$ cat config.mk
export PLATFORM = sky130hd
export DESIGN_NAME = lock_top
export DESIGN_NICKNAME = d
export VERILOG_FILES = /design/src/verilog/lock_pkg.sv /design/src/verilog/button_debounce.sv /design/src/verilog/code_checker.sv /design/src/verilog/attempt_guard.sv /design/src/verilog/door_fsm.sv /design/src/verilog/lock_top.sv
export SDC_FILE = /design/constraint.sdc
export NUM_CORES = 1
export LEC_CHECK = 0
export BUFFER_PORTS_ARGS = -buffer_cell sky130_fd_sc_hd__buf_2
export CAP_MARGIN = 15
export CORE_MARGIN = 4
export CORE_UTILIZATION = 58
export DETAILED_ROUTE_END_ITERATION = 8
export PLACE_DENSITY = 0.8
export SYNTH_ARGS = -nofsm -noshare
export SYNTH_HDL_FRONTEND = slang
export SYNTH_SLANG_ARGS = --single-unit
$ cat constraint.sdc
create_clock -name clk -period 3.98 [get_ports clk]
set_input_delay 0.796 -clock clk [delete_from_list [all_inputs] [get_ports clk]]
set_output_delay 0.796 -clock clk [all_outputs]
set_load 0.05 [all_outputs]
$ cat src/verilog/lock_pkg.sv
package lock_pkg;

    // Keypad and display digit geometry
    localparam int DIGIT_W     = 4;
    localparam int CODE_DIGITS = 4;
    localparam int CODE_W      = CODE_DIGITS * DIGIT_W;
    localparam int DISP_DIGITS = 6;

    // Stored user codes
    localparam int CODE_SLOTS = 4;
    localparam int SLOT_W     = $clog2(CODE_SLOTS);

    // Special digit values
    localparam logic [DIGIT_W-1:0] DIGIT_BLANK = 4'hB;
    localparam logic [DIGIT_W-1:0] DIGIT_MARK  = 4'hA;
    localparam logic [DIGIT_W-1:0] KEY_TIMEOUT = 4'hE;  // Only meaningful in digit 0

    // Timing, in clock cycles
    localparam int DEBOUNCE_CYCLES   = 4;
    localparam int RELOCK_CYCLES     = 20;
    localparam int OPEN_ALARM_CYCLES = 30;
    localparam int LOCKOUT_CYCLES    = 40;

    // Failed entries before the keypad is locked out
    localparam int MAX_ATTEMPTS = 5;

    // Counter widths derived from the limits above
    localparam int DEB_W     = $clog2(DEBOUNCE_CYCLES + 1);    // Saturates at the limit
    localparam int RELOCK_W  = $clog2(RELOCK_CYCLES);
    localparam int ALARM_W   = $clog2(OPEN_ALARM_CYCLES + 1);  // Holds at the limit
    localparam int ATTEMPT_W = $clog2(MAX_ATTEMPTS + 1);
    localparam int LOCKOUT_W = $clog2(LOCKOUT_CYCLES);

    // One keypad word, seen either as digits or as a flat code
    typedef union packed {
        logic [CODE_DIGITS-1:0][DIGIT_W-1:0] digits;  // digits[0] carries the timeout marker
        logic [CODE_W-1:0]                   word;    // Compared as a whole against the slots
    } key_word_t;

endpackage

$ cat src/verilog/button_debounce.sv
`timescale 1ns/1ps

module button_debounce import lock_pkg::*; (
    input  logic clk,
    input  logic rst,
    input  logic inside_button,
    output logic press             // One cycle, on release of a long enough press
);

    logic [DEB_W-1:0] held_cnt;
    logic             held_long;

    assign held_long = (held_cnt == DEB_W'(DEBOUNCE_CYCLES));

    always_ff @(posedge clk or posedge rst) begin
        if (rst) begin
            held_cnt <= '0;
            press    <= 1'b0;
        end else begin
            press <= 1'b0;
            if (inside_button) begin
                // Count while held, stop at the limit
                if (!held_long) begin
                    held_cnt <= held_cnt + 1'b1;
                end
            end else begin
                // Short presses are just bounces
                if (held_long) begin
                    press <= 1'b1;
                end
                held_cnt <= '0;
            end
        end
    end

endmodule

$ cat src/verilog/code_checker.sv
`timescale 1ns/1ps

module code_checker import lock_pkg::*; (
    input  logic              clk,
    input  logic              rst,
    input  logic              prog_valid,
    input  logic [SLOT_W-1:0] prog_index,
    input  key_word_t         prog_code,
    input  logic              check_start,
    input  key_word_t         check_code,
    output logic              check_done,
    output logic              check_ok
);

    logic [CODE_W-1:0] slot_mem [CODE_SLOTS];
    logic [CODE_W-1:0] code_reg;
    logic [SLOT_W-1:0] slot_idx;
    logic              busy;
    logic              match;      // Sticky over the walk
    logic              slot_hit;

    // One slot compared per cycle
    assign slot_hit   = busy && (slot_mem[slot_idx] == code_reg);
    assign check_done = busy && (slot_idx == SLOT_W'(CODE_SLOTS - 1));
    assign check_ok   = check_done && (match || slot_hit);

    // Slot storage starts all-F, which never matches a valid entry
    always_ff @(posedge clk or posedge rst) begin
        if (rst) begin
            for (int i = 0; i < CODE_SLOTS; i++) begin
                slot_mem[i] <= '1;
            end
        end else if (prog_valid) begin
            slot_mem[prog_index] <= prog_code.word;
        end
    end

    always_ff @(posedge clk or posedge rst) begin
        if (rst) begin
            busy     <= 1'b0;
            slot_idx <= '0;
            match    <= 1'b0;
        end else if (busy) begin
            match    <= match || slot_hit;
            slot_idx <= slot_idx + 1'b1;
            if (check_done) begin
                busy <= 1'b0;                     // Last slot reached
            end
        end else if (check_start) begin
            busy     <= 1'b1;
            slot_idx <= '0;
            match    <= 1'b0;
        end
    end

    always_ff @(posedge clk) begin
        if (check_start && !busy) begin
            code_reg <= check_code.word;
        end
    end

endmodule

$ cat src/verilog/attempt_guard.sv
`timescale 1ns/1ps

module attempt_guard import lock_pkg::*; (
    input  logic                                clk,
    input  logic                                rst,
    input  logic                                attempt_fail,
    input  logic                                attempt_ok,
    output logic                                lockout,
    output logic [DISP_DIGITS-1:0][DIGIT_W-1:0] bcd_digits
);

    logic [ATTEMPT_W-1:0] fail_cnt;
    logic [LOCKOUT_W-1:0] lock_cnt;
    logic                 last_attempt;
    logic                 lock_expired;

    assign last_attempt = (fail_cnt == ATTEMPT_W'(MAX_ATTEMPTS - 1));
    assign lock_expired = (lock_cnt == LOCKOUT_W'(LOCKOUT_CYCLES - 1));

    always_ff @(posedge clk or posedge rst) begin
        if (rst) begin
            fail_cnt <= '0;
            lock_cnt <= '0;
            lockout  <= 1'b0;
        end else if (lockout) begin
            // Keypad blocked until the timer runs out
            if (lock_expired) begin
                lockout  <= 1'b0;
                lock_cnt <= '0;
                fail_cnt <= '0;
            end else begin
                lock_cnt <= lock_cnt + 1'b1;
            end
        end else if (attempt_ok) begin
            fail_cnt <= '0;
        end else if (attempt_fail) begin
            fail_cnt <= fail_cnt + 1'b1;
            if (last_attempt) begin
                lockout  <= 1'b1;
                lock_cnt <= '0;
            end
        end
    end

    // One mark per failure from digit 0 up, full row while locked out
    always_comb begin
        for (int i = 0; i < DISP_DIGITS; i++) begin
            if (lockout || (i < int'(fail_cnt))) begin
                bcd_digits[i] = DIGIT_MARK;
            end else begin
                bcd_digits[i] = DIGIT_BLANK;
            end
        end
    end

endmodule

$ cat src/verilog/door_fsm.sv
`timescale 1ns/1ps

module door_fsm import lock_pkg::*; (
    input  logic      clk,
    input  logic      rst,
    input  logic      door_open,
    input  logic      press,         // Debounced inside button
    input  logic      key_valid,
    input  key_word_t key_word,
    input  logic      check_done,
    input  logic      check_ok,
    input  logic      lockout,
    output logic      check_start,
    output key_word_t check_code,
    output logic      attempt_fail,
    output logic      attempt_ok,
    output logic      bolt,
    output logic      beep,
    output logic      keypad_en
);

    typedef enum logic [2:0] {
        INIT,     // Waiting for the door to be shut after reset
        CLOSED,   // Bolted, keypad live unless locked out
        CHECK,    // One code comparison in flight
        BEEP,     // Single beep for a keypad timeout
        AJAR,     // Bolt retracted, door still shut
        OPEN      // Door physically open
    } state_t;

    state_t              state;
    logic [RELOCK_W-1:0] relock_cnt;
    logic [ALARM_W-1:0]  alarm_cnt;
    logic                key_timeout;
    logic                key_bad;
    logic                key_accept;

    // Decode the keypad word digit by digit
    always_comb begin
        key_timeout = (key_word.digits[0] == KEY_TIMEOUT);
        key_bad     = 1'b0;
        for (int i = 0; i < CODE_DIGITS; i++) begin
            if (key_word.digits[i] > 4'd9) begin
                key_bad = 1'b1;
            end
        end
    end

    assign key_accept = key_valid && keypad_en;  // Keys outside CLOSED are dropped

    always_ff @(posedge clk or posedge rst) begin
        if (rst) begin
            state        <= INIT;
            relock_cnt   <= '0;
            alarm_cnt    <= '0;
            check_start  <= 1'b0;
            attempt_fail <= 1'b0;
            attempt_ok   <= 1'b0;
        end else begin
            // Pulses default low
            check_start  <= 1'b0;
            attempt_fail <= 1'b0;
            attempt_ok   <= 1'b0;

            case (state)
                INIT: begin
                    if (!door_open) begin
                        state <= CLOSED;
                    end
                end

                CLOSED: begin
                    if (press) begin
                        state      <= AJAR;
                        relock_cnt <= '0;
                    end else if (key_accept && key_timeout) begin
                        state <= BEEP;
                    end else if (key_accept && !key_bad) begin
                        state       <= CHECK;
                        check_start <= 1'b1;
                    end
                end

                CHECK: begin
                    if (check_done && check_ok) begin
                        state      <= AJAR;
                        relock_cnt <= '0;
                        attempt_ok <= 1'b1;
                    end else if (check_done) begin
                        state        <= CLOSED;
                        attempt_fail <= 1'b1;
                    end
                end

                BEEP: begin
                    state <= CLOSED;
                end

                AJAR: begin
                    if (door_open) begin
                        state     <= OPEN;
                        alarm_cnt <= '0;
                    end else if (press) begin
                        state <= CLOSED;
                    end else if (relock_cnt == RELOCK_W'(RELOCK_CYCLES - 1)) begin
                        state <= CLOSED;                  // Auto relock
                    end else begin
                        relock_cnt <= relock_cnt + 1'b1;
                    end
                end

                OPEN: begin
                    if (!door_open) begin
                        state      <= AJAR;
                        relock_cnt <= '0;                 // Relock window starts over
                    end else if (alarm_cnt != ALARM_W'(OPEN_ALARM_CYCLES)) begin
                        alarm_cnt <= alarm_cnt + 1'b1;
                    end
                end

                default: begin
                    state <= INIT;
                end
            endcase
        end
    end

    // Code under test is held for the whole check
    always_ff @(posedge clk) begin
        if (key_accept && !key_timeout && !key_bad && !press) begin
            check_code <= key_word;
        end
    end

    // Lock outputs follow the state
    always_comb begin
        bolt      = 1'b0;
        beep      = 1'b0;
        keypad_en = 1'b0;
        case (state)
            CLOSED: begin
                bolt      = 1'b1;
                keypad_en = !lockout;
            end
            CHECK: begin
                bolt = 1'b1;
            end
            BEEP: begin
                bolt = 1'b1;
                beep = 1'b1;
            end
            OPEN: begin
                beep = (alarm_cnt == ALARM_W'(OPEN_ALARM_CYCLES));  // Door left open
            end
            default: begin
                bolt = 1'b0;    // INIT and AJAR keep the bolt retracted
            end
        endcase
    end

endmodule

$ cat src/verilog/lock_top.sv
`timescale 1ns/1ps

module lock_top import lock_pkg::*; (
    input  logic                                clk,
    input  logic                                rst,
    input  logic                                door_open,      // Contact sensor
    input  logic                                inside_button,
    input  logic                                key_valid,
    input  key_word_t                           key_word,
    input  logic                                prog_valid,
    input  logic [SLOT_W-1:0]                   prog_index,
    input  key_word_t                           prog_code,
    output logic                                bolt,           // High means locked
    output logic                                beep,
    output logic                                keypad_en,
    output logic [DISP_DIGITS-1:0][DIGIT_W-1:0] bcd_digits
);

    logic      press;
    logic      check_start;
    key_word_t check_code;
    logic      check_done;
    logic      check_ok;
    logic      attempt_fail;
    logic      attempt_ok;
    logic      lockout;

    button_debounce i_button_debounce (
        .clk           (clk),
        .rst           (rst),
        .inside_button (inside_button),
        .press         (press)
    );

    door_fsm i_door_fsm (
        .clk          (clk),
        .rst          (rst),
        .door_open    (door_open),
        .press        (press),
        .key_valid    (key_valid),
        .key_word     (key_word),
        .check_done   (check_done),
        .check_ok     (check_ok),
        .lockout      (lockout),
        .check_start  (check_start),
        .check_code   (check_code),
        .attempt_fail (attempt_fail),
        .attempt_ok   (attempt_ok),
        .bolt         (bolt),
        .beep         (beep),
        .keypad_en    (keypad_en)
    );

    code_checker i_code_checker (
        .clk         (clk),
        .rst         (rst),
        .prog_valid  (prog_valid),
        .prog_index  (prog_index),
        .prog_code   (prog_code),
        .check_start (check_start),
        .check_code  (check_code),
        .check_done  (check_done),
        .check_ok    (check_ok)
    );

    attempt_guard i_attempt_guard (
        .clk          (clk),
        .rst          (rst),
        .attempt_fail (attempt_fail),
        .attempt_ok   (attempt_ok),
        .lockout      (lockout),
        .bcd_digits   (bcd_digits)
    );

endmodule

==> flow_summary.toml <==
[run_status]
run_status = "completed"

[drt]
drc = 0
drt_pass1_iterations = 4
dr_total_vias = 3752
route.detailed.vias_per_inst = 5.75
final_antenna_net_count = 0
totalWireLength_um = 11700
wl_per_cell_um = 18.0
dr.first_iter.drc_count = 163

[logic_synthesis]
yosysSeqAreaShare_pct = 57.8
yosysWarnings = 0
syn_avg_cell_area_sq_um = 13.5
netlist_area_sq_um = 6040
synth.lib_cells_used.distinct = 51
postSynthCellCount = 448
synth_ff_type = "sky130_fd_sc_hd__dfstp_2"
synth.ff_latch_count = 130
synthArstFlopShare_pct = 75.4
synth-edff-count = 32

[critical_path]
crit_fanout = 13
r2r_slack_ns = 1.14
critical_path.top_delay_family = "flip-flops"
worstPathArrival_ns = 3.25
critPathKind = "register to register"
worstSetupEndpointType = "register"
worst-r2r-cell-count = 8
worst-endpoint-required_ns = 4.39
crit_path_cell_trace = "buf_4 > mux4_2 > xnor2_1 > nand4_1 > nor3_2 > a31o_2 > nand2_2 > o31ai_1"
crit_end = "i_door_fsm.relock_cnt[3]$_DFFE_PP0P_"
cpMaxStageDelayCell = "sky130_fd_sc_hd__dfrtp_1"
worstPathBufferInverterCount = 1
crit_start = "i_code_checker.slot_idx[0]$_DFFE_PP0P_"
regToRegStartpoint = "i_code_checker.slot_idx[0]$_DFFE_PP0P_"
critPathMaxStageDelay_ns = 0.72
regToRegEndpoint = "i_door_fsm.relock_cnt[3]$_DFFE_PP0P_"
path_depth = 8
kind_of_start_point_of_the_critical_path = "register"

[power_and_ir_drop]
register_share_of_total_power_pct = 41.5
swShare_pct = 29.7
peakVddDrop_v = 0.000355
comb_power_share_pct = 24.4
power_density_nw_per_um2 = 639
leakagePower_nw = 2.80
clockPowerShare_pct = 34.1
internal_power_mw = 3.15
power.switching_mw = 1.33

[final_layout]
drive_gt1_share_pct = 45.3
antenna-diode-count = 0
largest_register_ffs = 64
synthToLayoutAreaGrowth_pct = 15.9
final_core_utilization_pct = 70.4
stdcell_count = 652
design.final.nets = 555
num-fill-cells = 645

[global_route]
overflow = 0
grt_pass1_vias = 3850
antenna_found_initial = 0
largest_net_degree_at_the_start_of_global_routing = 66
grtUsageTotal_pct = 21.5
grt_pass1_wl_um = 19500

[clock_tree]
worst_skew_pair.late_latency_ns = 0.51
tritoncts_num_sinks = 130
postCtsSetupBuffers = 0
root_buffer = "sky130_fd_sc_hd__clkbuf_8"
clk_path_buf_depth = 2
cts_tree = "built"
clk_pin_slew_ns = 0.06
cts_inserted_buffers = 17
cts-htree-levels = 4
postCtsResizedCells = 0
cts_hold_buffers = 0

[timing]
finalSetupViolations = 0
fmax_mhz = 352
period_needed_ns = 2.84
finalHoldWorstSlack_ns = 0.235
max_slew_margin_pct = 29.3
timing.final.max_slew_violations = 0
clock-skew-final_ns = 0.0138
setup_tns_ns = 0
max_slew.worst_pin.slew_ns = 1.06
final.period_utilization_pct = 71.5
final-hold-violation-count = 0
unrepaired_setup_endpoints_after_global_routing = "no"
fin_ws_ns = 1.14

[placement]
place_hpwl_um = 7900
number_of_input_and_output_port_buffers_inserted = 48
post-place-cells = 619
pre_cts_slack_ns = 1.07
routabilityCongestion = 0.841

[floorplanning]
design.core.area_sq_um = 9950
floorplan.die_area_sq_um = 12100
rows = 36
fp.dieW_um = 110
ioPinCount = 67
die_height_um = 110
initial_core_util_pct = 60.7

[run]
max_cap_viol_count = 0

[worst_hold_path]
min_path_type = "input port to asynchronous set/reset pin"
[routing by layer]
layer | GRT usage [%] | part of all wire (%)
met1 | 28.6 | 43
met2 | 34.2 | 50
met3 | 5.53 | 6.0
met4 | 7.93 | 1.9
met5 | 0 | 0
[through the flow]
| stage | area, sq um | power (mW) |
|---|---|---|
| after global placement | 6370 | 2.90 |
| after detailed placement | 6370 | 2.95 |
| after CTS | 6980 | 4.50 |
| after floorplan | 6100 | 2.72 |
| after global routing | 7010 | 4.71 |
| final | 7010 | 4.47 |
[power by group through the flow]
| stage | Clock, mW | Sequential, mW | Combinational [mW] |
|---|---|---|---|
| 2_1_floorplan | 0 | 1.76 | 0.958 |
| 3_3_place_gp | 0 | 1.86 | 1.04 |
| 3_5_place_dp | 0 | 1.87 | 1.08 |
| 4_1_cts | 1.55 | 1.85 | 1.09 |
| 5_1_grt | 1.62 | 1.89 | 1.20 |
| 6_report | 1.53 | 1.86 | 1.09 |
[layout by cell type, fill, tap and decap left out, drive strengths merged, types with 8 or more instances in the layout]
master,synthesis,layout
edfxtp,32,32
inv,13,13
o21ai,20,20
nor2,12,12
xnor2,16,16
mux2i,8,8
dfrtp,34,34
dfstp,64,64
ha,9,9
mux4,14,14
buf,23,55
nand3,10,10
clkinv,0,8
conb,2,18
mux2,65,65
nand2,29,29
clkbuf,9,23
a21oi,13,13
[layout make-up]
class                   instances  area (sq um)  area share [%]
repair buffers                 55           313            4.47
multi-input cells             289          2380            34.0
flip-flops and latches        130          3490            49.9
clock inverters                 9          92.6            1.32
well taps                     133           166            2.38
inverters                      13          50.0           0.714
clock buffers                  23           510            7.29
[cell usage after synthesis, drive strengths merged (2+ instances only)]
master   count  share of area [%]
o211ai       2               0.25
buf         23                2.7
conb         2               0.12
nand2       29                1.8
a31oi        3               0.31
xor2         5               0.72
a211oi       2               0.25
and3         2               0.21
and2         4               0.41
nor3b        2               0.25
a21oi       13                1.1
a2bb2oi      2               0.29
a21boi       2               0.25
nor2b        6               0.62
nand3b       3               0.37
nor2        12               0.75
o31ai        4               0.50
inv         13               0.81
ha           9                1.9
xnor2       16                2.3
mux2i        8                1.3
edfxtp      32                 16
dfstp       64                 28
clkbuf       9               0.56
nand4b       2               0.29
or3          2               0.21
dfrtp       34                 14
mux4        14                5.2
o21ai       20                1.7
nand4        7               0.72
mux2        65                 12
nand2b       4               0.41
nor3         7               0.66
a32o         2               0.33
nand3       10               0.83
a31o         2               0.29
[worst min-delay path by stage]
stage                                   startpoint                                       to  slack [ns]
2_1_floorplan   i_door_fsm.check_code[0]$_DFFE_PP_     i_code_checker.code_reg[0]$_DFFE_PP_        0.40
3_3_place_gp    i_door_fsm.check_code[7]$_DFFE_PP_     i_code_checker.code_reg[7]$_DFFE_PP_        0.40
3_5_place_dp    i_door_fsm.check_code[0]$_DFFE_PP_     i_code_checker.code_reg[0]$_DFFE_PP_        0.41
4_1_cts        i_door_fsm.check_code[14]$_DFFE_PP_    i_code_checker.code_reg[14]$_DFFE_PP_        0.42
5_1_grt                                        rst  i_attempt_guard.lock_cnt[4]$_DFFE_PP0P_        0.23
6_report                                       rst  i_attempt_guard.lock_cnt[4]$_DFFE_PP0P_        0.24
[cell families after synthesis]
group	Yosys count	share of synthesized area (%)
simple gates	91	7.68
compound gates	63	6.75
buf+inv	45	4.06
other cells	2	0.124
xor+xnor	21	3.04
fa+ha+maj	9	1.86
flops	130	57.8
mux	87	18.7
Power figures use the tool's default switching activity.
